===== src/include/arb_defines.svh =====
`ifndef ARB_DEFINES_SVH
`define ARB_DEFINES_SVH

// arbiter shape
`define ARB_NUM_IN 4
`define ARB_DATA_W 16

// output queue
`define ARB_FIFO_DEPTH 4

// derived widths
`define ARB_IDX_W 2   // one input index
`define ARB_CNT_W 3   // counts 0 to ARB_FIFO_DEPTH

`endif

===== src/source/arb_pkg.sv =====
`include "arb_defines.svh"

package arb_pkg;

  typedef logic [`ARB_DATA_W-1:0] data_t;

  typedef logic [`ARB_IDX_W-1:0] idx_t;

  // forward half of a valid/stall link, the stall runs the other way
  typedef struct packed {
    logic  valid;
    data_t data;
  } stream_t;

  // one link per arbitrated input, index 0 in the low bits
  typedef stream_t [`ARB_NUM_IN-1:0] stream_vec_t;

endpackage


===== src/source/rr_arbiter.sv =====
`timescale 1ns/1ps
`include "arb_defines.svh"

module rr_arbiter (
  input  logic                   clk,
  input  logic                   rst,
  input  arb_pkg::stream_vec_t   in_streams,
  output logic [`ARB_NUM_IN-1:0] in_stall,
  output arb_pkg::stream_t       out_stream,
  input  logic                   out_stall
);

  arb_pkg::stream_vec_t   buf_streams;  // skid buffer outputs, grant candidates
  logic [`ARB_NUM_IN-1:0] grant_stall;
  arb_pkg::idx_t          start;
  logic                   granted;
  arb_pkg::stream_t       fifo_wr;
  logic                   fifo_full;

  generate
    for (genvar i = 0; i < `ARB_NUM_IN; i++) begin : g_in
      skid_buf i_skid (
        .clk,
        .rst,
        .up         (in_streams[i]),
        .up_stall   (in_stall[i]),
        .down       (buf_streams[i]),
        .down_stall (grant_stall[i])
      );
    end
  endgenerate

  rr_pointer i_ptr (
    .clk,
    .rst,
    .advance (granted),
    .start   (start)
  );

  rr_grant i_grant (
    .cand       (buf_streams),
    .start      (start),
    .fifo_full  (fifo_full),
    .cand_stall (grant_stall),
    .wr         (fifo_wr),
    .granted    (granted)
  );

  // head of the queue is the arbiter output
  arb_fifo i_fifo (
    .clk,
    .rst,
    .wr         (fifo_wr),
    .full       (fifo_full),
    .head       (out_stream),
    .head_stall (out_stall)
  );

endmodule


===== src/source/arb_fifo.sv =====
`timescale 1ns/1ps
`include "arb_defines.svh"

module arb_fifo (
  input  logic             clk,
  input  logic             rst,
  input  arb_pkg::stream_t wr,
  output logic             full,
  output arb_pkg::stream_t head,
  input  logic             head_stall
);

  localparam int PTR_W = $clog2(`ARB_FIFO_DEPTH);

  arb_pkg::data_t        mem [`ARB_FIFO_DEPTH];
  logic [PTR_W-1:0]      rd_ptr;
  logic [PTR_W-1:0]      wr_ptr;
  logic [`ARB_CNT_W-1:0] count;      // words currently stored
  logic                  do_wr;
  logic                  do_rd;

  function automatic logic [PTR_W-1:0] next_ptr(input logic [PTR_W-1:0] ptr);
    return (ptr == PTR_W'(`ARB_FIFO_DEPTH - 1)) ? '0 : ptr + 1'b1;
  endfunction

  // head of queue falls through, valid whenever something is stored
  assign head.valid = (count != '0);
  assign head.data  = mem[rd_ptr];

  assign full  = (count == `ARB_CNT_W'(`ARB_FIFO_DEPTH));
  assign do_wr = wr.valid && !full;
  assign do_rd = head.valid && !head_stall;

  always_ff @(posedge clk) begin
    if (do_wr) begin
      mem[wr_ptr] <= wr.data;
    end
  end

  always_ff @(posedge clk or posedge rst) begin
    if (rst) begin
      rd_ptr <= '0;
      wr_ptr <= '0;
    end else begin
      if (do_wr) begin
        wr_ptr <= next_ptr(wr_ptr);
      end
      if (do_rd) begin
        rd_ptr <= next_ptr(rd_ptr);
      end
    end
  end

  // read and write together leave the count alone
  always_ff @(posedge clk or posedge rst) begin
    if (rst) begin
      count <= '0;
    end else begin
      case ({do_wr, do_rd})
        2'b10:   count <= count + 1'b1;
        2'b01:   count <= count - 1'b1;
        default: count <= count;
      endcase
    end
  end

  // the grant side must already have seen full and held off
  a_no_write_full: assert property (
    @(posedge clk) disable iff (rst)
    wr.valid |-> !full
  );

  a_count_bound: assert property (
    @(posedge clk) disable iff (rst)
    count <= `ARB_CNT_W'(`ARB_FIFO_DEPTH)
  );

endmodule


===== src/source/rr_grant.sv =====
`timescale 1ns/1ps
`include "arb_defines.svh"

module rr_grant (
  input  arb_pkg::stream_vec_t    cand,
  input  arb_pkg::idx_t           start,
  input  logic                    fifo_full,
  output logic [`ARB_NUM_IN-1:0]  cand_stall,
  output arb_pkg::stream_t        wr,
  output logic                    granted
);

  logic [`ARB_NUM_IN-1:0] cand_valid;
  logic [`ARB_NUM_IN-1:0] sel;        // one-hot winner, zero when no grant

  always_comb begin
    for (int i = 0; i < `ARB_NUM_IN; i++) begin
      cand_valid[i] = cand[i].valid;
    end
  end

  // scan from start upward with wrap, first valid candidate wins
  always_comb begin
    arb_pkg::idx_t idx;
    int            pos;
    sel = '0;
    wr  = '0;
    for (int k = 0; k < `ARB_NUM_IN; k++) begin
      pos = int'(start) + k;
      if (pos >= `ARB_NUM_IN) begin
        pos = pos - `ARB_NUM_IN;
      end
      idx = arb_pkg::idx_t'(pos);
      if (!fifo_full && !wr.valid && cand_valid[idx]) begin
        sel[idx] = 1'b1;
        wr.valid = 1'b1;
        wr.data  = cand[idx].data;
      end
    end
  end

  assign granted    = wr.valid;
  assign cand_stall = cand_valid & ~sel; // losers hold their word

  // exactly the written word leaves a skid buffer, never two
  a_one_winner: assert final ($onehot0(cand_valid & ~cand_stall)
                              && ((|(cand_valid & ~cand_stall)) == granted));

endmodule


===== src/source/rr_pointer.sv =====
`timescale 1ns/1ps
`include "arb_defines.svh"

module rr_pointer (
  input  logic          clk,
  input  logic          rst,
  input  logic          advance,
  output arb_pkg::idx_t start
);

  arb_pkg::idx_t start_n;

  // step to the next input, wrapping after the last one
  assign start_n = (start == arb_pkg::idx_t'(`ARB_NUM_IN - 1)) ? '0 : start + 1'b1;

  always_ff @(posedge clk or posedge rst) begin
    if (rst) begin
      start <= '0;
    end else if (advance) begin // only cycles with a grant rotate priority
      start <= start_n;
    end
  end

endmodule


===== src/source/skid_buf.sv =====
`timescale 1ns/1ps

module skid_buf (
  input  logic             clk,
  input  logic             rst,
  input  arb_pkg::stream_t up,
  output logic             up_stall,
  output arb_pkg::stream_t down,
  input  logic             down_stall
);

  logic           hold_full;   // set in HOLD, clear in PASS
  logic           hold_full_n;
  logic           capture;
  arb_pkg::data_t hold_data;

  // an upstream word refused downstream while passing straight through
  assign capture = !hold_full && up.valid && down_stall;

  always_comb begin
    case (hold_full)
      1'b0: hold_full_n = capture;
      1'b1: hold_full_n = down_stall; // leave HOLD once the held word moves on
      default: hold_full_n = 1'b0;
    endcase
  end

  always_ff @(posedge clk or posedge rst) begin
    if (rst) begin
      hold_full <= 1'b0;
    end else begin
      hold_full <= hold_full_n;
    end
  end

  always_ff @(posedge clk) begin
    if (capture) begin
      hold_data <= up.data;
    end
  end

  // held word first, otherwise zero-cycle pass of the upstream word
  assign down.valid = hold_full | up.valid;
  assign down.data  = hold_full ? hold_data : up.data;

  // upstream sees the stall one cycle after the capture
  assign up_stall = hold_full;

  // a word offered to the grant stays put until it is taken,
  // whether it came straight through or out of the hold register
  a_offer_stable: assert property (
    @(posedge clk) disable iff (rst)
    down.valid && down_stall |=> down.valid && (down.data == $past(down.data))
  );

endmodule


===== config.mk =====
export PLATFORM = sky130hd
export DESIGN_NAME = rr_arbiter
export DESIGN_NICKNAME = d
export VERILOG_FILES = /design/src/source/arb_pkg.sv /design/src/source/rr_arbiter.sv /design/src/source/arb_fifo.sv /design/src/source/rr_grant.sv /design/src/source/rr_pointer.sv /design/src/source/skid_buf.sv
export VERILOG_INCLUDE_DIRS = /design/src /design/src/include
export SDC_FILE = /design/constraint.sdc
export NUM_CORES = 1
export LEC_CHECK = 0
export BUFFER_PORTS_ARGS = -buffer_cell sky130_fd_sc_hd__buf_2
export CAP_MARGIN = 20
export CORE_ASPECT_RATIO = 0.7
export CORE_UTILIZATION = 45
export CTS_CLUSTER_SIZE = 16
export DETAILED_ROUTE_END_ITERATION = 6
export SETUP_SLACK_MARGIN = 0.05
export SYNTH_ARGS = -nofsm -noshare
export SYNTH_HDL_FRONTEND = slang
export SYNTH_SLANG_ARGS = --single-unit

===== constraint.sdc =====
create_clock -name clk -period 6.6 [get_ports clk]
set_input_delay 0.99 -clock clk [delete_from_list [all_inputs] [get_ports clk]]
set_output_delay 0.99 -clock clk [all_outputs]
set_load 0.03 [all_outputs]

==> summary.txt, run 1 <==
fin crit period -> 4.42 ns
global-route wire length before repair -> 29100 um
vias per inst -> 5.96
status -> finished, final reports clean
fin. max-slew vios -> 0
top-count cell post-synth -> edfxtp_1
startpoint type of the worst setup path -> flop
TritonRoute pass-1 iters -> 5
Hold Crit Start -> i_fifo.count[2]$_DFFE_PP0P_
top post-synthesis cells by area -> edfxtp_1 (47%), mux4_2 (22%), mux2i_1 (10%)
reg2reg start -> i_ptr.start[1]$_DFFE_PP0N_
Post-Syn Instances -> 505
RD Place Congestion -> 0.811
die area -> 18800 um^2
Final Net Count -> 673
Max Freq -> 226 MHz
GRT busiest layer -> met2
hold slack final -> 0.498 ns
CP required -> 6.71 ns
grt total ovfl -> 0
layout cells sized above 1 -> 0.411
root buffer cell -> clkbuf_16
async set or reset register ratio after synthesis -> 0.0922
top-area cell type share of the netlist area -> 0.468
Layout area overhead -> 15.9%
CTS buffer count -> 17
IO buf count -> 91
fin crit share -> 0.670
Die Width -> 164 um
Worst-Skew Late Latency -> 0.42 ns
hold buffers post-CTS -> 0
postcts setup bufs -> 0
Setup WS pre-CTS -> 2.13 ns
met3 global-route usage -> 0.0350
final hold violation count -> 0
syn_area_per_cell -> 16.3 um^2
CTS-repair resized insts -> 0
drc violations -> 0
MaxCap Viol Count -> 0
worst-path maximum fanout -> 38
initial core utilization -> 0.469
Tightest Hold Check Type -> reg2reg
met2 Usage GRT -> 0.340
sum of negative setup slack -> 0 ns
Synthesized Nets -> 587
EDFF count, synth -> 128
fillcell total -> 1429
Std-Cell Rows -> 40
crit path from -> i_ptr.start[1]$_DFFE_PP0N_
Commonest cells post-synth -> edfxtp_1 (128), mux2i_1 (82), mux4_2 (81), inv_1 (41), nor4_1 (18)
Iter 0 DRT Violations -> 426
Post-DRT Antenna Nets -> 0
unrepaired setup endpoints after global routing -> false
DP HPWL -> 12900 um
Ys Warns -> 0
Vias -> 4983
met1 Use GR -> 0.302
sequential fraction of the synthesis area -> 0.507
Slew @ Worst Pin -> 1.03 ns
static leakage -> 3.79 nW
initial antenna violation count -> 0
Final setup viols -> 0
crit path DAT -> 4.53 ns
P per Cell Area -> 616 nW/um^2
Max rail drop VDD -> 319 uV
relative slew slack -> 0.313
multi-input logic area -> 3680 um^2
WL final -> 18800 um
Distinct cells, synth -> 52
core area -> 17500 um^2
GR Util All Layers -> 0.214
cell taking the most area after synthesis -> edfxtp_1
Clock Tree Buf Depth -> 2
IO Pins -> 92
H-tree levels -> 4
Critical Path End Type -> flop
vias in the first global route -> 5048
mapped cell area -> 8220 um^2
CTS tree -> built
Setup WS post-layout -> 2.18 ns
routed len/inst -> 22.5 um
skew final -> 0.0100 ns
Crit Path Category -> reg2reg
largest net degree at the start of global routing -> 45
area taken by flip-flops and latches -> 4170 um^2
Worst-path clk slew -> 0.06 ns
flops & latches, synth -> 141
Die H -> 115 um
CTS Sinks -> 141
Top FF cell, synth -> edfxtp_1
-- area by class of cell --
class | instances | area share
inverter | 42 | 0.0166
antenna | 1 | 0.000263
timing repair buffer | 108 | 0.0654
clock buffer | 17 | 0.0447
multi-input combinational | 281 | 0.387
tap | 231 | 0.0303
clock inverter | 15 | 0.0183
sequential | 141 | 0.438
-- metrics by stage --
stage / cells / utilization / power, W / instance area, um^2
floorplan: 505 / - / 0.00414 / 8220
detailed placement: 802 / 0.508 / 0.00491 / 8900
global placement: 801 / 0.506 / 0.00480 / 8870
global route: 835 / 0.544 / 0.00623 / 9520
finish: 836 / 0.544 / 0.00587 / 9530
CTS: 834 / 0.542 / 0.00590 / 9500
-- sequential cells by signal, summed over array words and instances (netlist names) --
register               count
i_fifo.rd_ptr              2
g_in.i_skid.up_stall       4
i_fifo.mem                64
i_fifo.count               3
g_in.i_skid.hold_data     64
i_fifo.wr_ptr              2
i_ptr.start                2
-- worst max-delay path: stages, from the launching register on --
cell	delay, ns
dfrtp_1	0.39
inv_2	0.48
ha_2	0.97
mux4_2	0.46
o311a_1	0.31
a22o_1	0.27
a2111oi_2	0.81
buf_4	0.38
-- routing by layer --
layer	vias up	wire length, um	share of wire
met4	0	207	0.011
met1	2542	8860	0.47
met5	-	0	0
li1	2262	-	-
met3	19	895	0.048
met2	160	8840	0.47
-- power breakdown --
group	total [W]	switching, W	internal, W
registers	0.00170	0.000143	0.00155
clock network	0.000974	0.000404	0.000570
logic	0.00320	0.00180	0.00140
total	0.00587	0.00235	0.00353
-- kinds of logic after synthesis --
family          count (synthesis)  share of synthesized area
compound gates                 43                     0.0528
xor+xnor                        3                    0.00320
fa+ha+maj                      11                     0.0177
buf+inv                        83                     0.0478
flops                         141                      0.507
mux                           165                      0.324
simple gates                   59                     0.0470
-- placed cells by master (no fill, tap or decap), types with 4 or more instances in the layout --
| cell | count |
|---|---|
| a2111oi_2 | 4 |
| a221oi_1 | 5 |
| a221oi_2 | 10 |
| and2_1 | 6 |
| buf_2 | 91 |
| buf_4 | 15 |
| clkbuf_16 | 17 |
| dfrtp_1 | 12 |
| edfxtp_1 | 128 |
| ha_1 | 9 |
| inv_1 | 41 |
| inv_6 | 5 |
| mux2i_1 | 82 |
| mux4_2 | 81 |
| nand2b_1 | 4 |
| nor2_1 | 7 |
| nor4_1 | 18 |
| nor4b_1 | 4 |
| or3_1 | 4 |
-- final timing paths --
kind / endpoint / slack, ns / cells past startpoint
max: g_in[3].i_skid.hold_data[12]$_DFFE_PP_ / 2.18 / 7
min: i_fifo.count[2]$_DFFE_PP0P_ / 0.50 / 1
max reg2reg: g_in[3].i_skid.hold_data[12]$_DFFE_PP_ / 2.18 / 7
min reg2reg: i_fifo.count[2]$_DFFE_PP0P_ / 0.50 / 1
max in group asynchronous: i_ptr.start[0]$_DFFE_PP0N_ / 5.58 / 2
min in group asynchronous: i_fifo.rd_ptr[1]$_DFFE_PP0P_ / 0.61 / 2
Note: power is estimated with default switching activity, not from simulation.
==> inputs of run 2 (changes only) <==
==> constraint.sdc (replaced) <==
create_clock -name clk -period 4.12 [get_ports clk]
set_input_delay 0.618 -clock clk [delete_from_list [all_inputs] [get_ports clk]]
set_output_delay 0.618 -clock clk [all_outputs]
set_load 0.03 [all_outputs]
==> run 2 against run 1 <==
  * Sequential share of layout area decreased by 0.30 points
  * Flip-flop and latch count unchanged
  * Critical path type unchanged
  * Via count increased by 2.6%
==> summary.txt, run 2 (synthesis gave the netlist of run 1 again) <==
vias in the first global route -> 5086
GR Util All Layers -> 0.225
CTS Sinks -> 141
fin crit period -> 3.32 ns
IO Pins -> 92
relative slew slack -> 0.315
crit path DAT -> 3.45 ns
Max rail drop VDD -> 581 uV
Iter 0 DRT Violations -> 451
root buffer cell -> clkbuf_16
multi-input logic area -> 3730 um^2
internal power -> 0.00562 W
final core utilization -> 0.548
P per Cell Area -> 987 nW/um^2
clock share of power -> 0.163
final hold violation count -> 0
Vias -> 5115
fin. max-slew vios -> 0
Post-DRT Antenna Nets -> 0
postcts setup bufs -> 0
fin crit share -> 0.807
CTS buffer count -> 17
Tightest Hold Check Type -> in2async
leading cell type in the layout, fill and taps excluded -> edfxtp_1
IO buf count -> 91
worst-path maximum fanout -> 12
Crit Path Category -> reg2reg
Max Freq -> 301 MHz
vias per inst -> 6.08
layout cells sized above 1 -> 0.418
fillcell total -> 1404
hold buffers post-CTS -> 0
area taken by flip-flops and latches -> 4170 um^2
static leakage -> 3.81 nW
Final Power -> 0.00947 W
initial core utilization -> 0.469
CTS-repair resized insts -> 0
WL final -> 19700 um
Switch Pwr -> 0.00385 W
grt total ovfl -> 0
initial antenna violation count -> 1
routed len/inst -> 23.4 um
Slew @ Worst Pin -> 1.03 ns
startpoint type of the worst setup path -> flop
most frequent cells in the layout -> edfxtp_1 (128), buf_2 (91), mux2i_1 (82)
Final Net Count -> 679
hold slack final -> 0.257 ns
MaxCap Viol Count -> 0
drc violations -> 0
combinational share of power -> 0.542
unrepaired setup endpoints after global routing -> false
Setup WS post-layout -> 0.797 ns
CP required -> 4.24 ns
largest net degree at the start of global routing -> 43
global-route wire length before repair -> 30500 um
Worst-Skew Late Latency -> 0.42 ns
Worst-path clk slew -> 0.07 ns
TritonRoute pass-1 iters -> 5
Layout area overhead -> 16.7%
Clock Tree Buf Depth -> 2
sum of negative setup slack -> 0 ns
Die Width -> 164 um
reg2reg start -> g_in[1].i_skid.up_stall$_DFF_PP0_
Sw Share -> 0.407
skew final -> 0.0114 ns
Die H -> 115 um
die area -> 18800 um^2
crit path from -> g_in[1].i_skid.up_stall$_DFF_PP0_
CTS tree -> built
RD Place Congestion -> 0.985
Std-Cell Rows -> 40
Critical Path End Type -> flop
Setup WS pre-CTS -> 0.734 ns
core area -> 17500 um^2
Final setup viols -> 0
H-tree levels -> 4
# diodes -> 0
Flop pwr share -> 0.295
status -> finished, final reports clean
DP HPWL -> 14000 um
## run 2: through the flow
stage / instances / instance area (um^2)
after floorplan: 505 / 8240
after detailed placement: 809 / 8990
final: 841 / 9590
after global placement: 809 / 8990
after CTS: 841 / 9590
after global routing: 841 / 9590
## run 2: layout make-up
| cell class | count | share of cell area |
|---|---|---|
| timing repair buffer | 114 | 0.0668 |
| tap | 231 | 0.0301 |
| clock inverter | 15 | 0.0183 |
| multi-input combinational | 281 | 0.389 |
| inverter | 42 | 0.0164 |
| clock buffer | 17 | 0.0444 |
| sequential | 141 | 0.435 |
## run 2: path summary, 6_finish.rpt
| check | end | slack, ns | cells after the start |
|---|---|---|---|
| max in group asynchronous | i_ptr.start[0]$_DFFE_PP0N_ | 3.41 | 2 |
| setup reg to reg | g_in[2].i_skid.hold_data[3]$_DFFE_PP_ | 0.80 | 6 |
| hold / removal | i_fifo.rd_ptr[1]$_DFFE_PP0P_ | 0.26 | 2 |
| min in group clk | g_in[0].i_skid.hold_data[1]$_DFFE_PP_ | 0.38 | 1 |
| setup / recovery | g_in[2].i_skid.hold_data[3]$_DFFE_PP_ | 0.80 | 6 |
| hold reg to reg | i_fifo.count[2]$_DFFE_PP0P_ | 0.50 | 1 |
## run 2: worst max-delay path: stages, from the launching register on
cell and delay (ns):
dfrtp_1 0.80, nor2_1 0.23, mux4_2 0.54, o311a_1 0.18, buf_4 0.22, a2111oi_4 0.72
buf_4 0.32
## run 2: metal layers
layer  up-vias  part of all wire  global-route usage
met5         -                 0                   0
met4         0             0.023              0.0772
met3        32             0.065              0.0505
met2       203              0.45               0.329
met1      2613              0.47               0.332
li1       2267                 -                   -
## run 2: power by group through the flow
stage / Sequential, W / Combinational [W] / Clock, W
after global routing: 0.00285 / 0.00556 / 0.00164
final: 0.00279 / 0.00513 / 0.00154
after global placement: 0.00279 / 0.00506 / 0
after CTS: 0.00280 / 0.00515 / 0.00158
after floorplan: 0.00263 / 0.00402 / 0
after detailed placement: 0.00283 / 0.00513 / 0
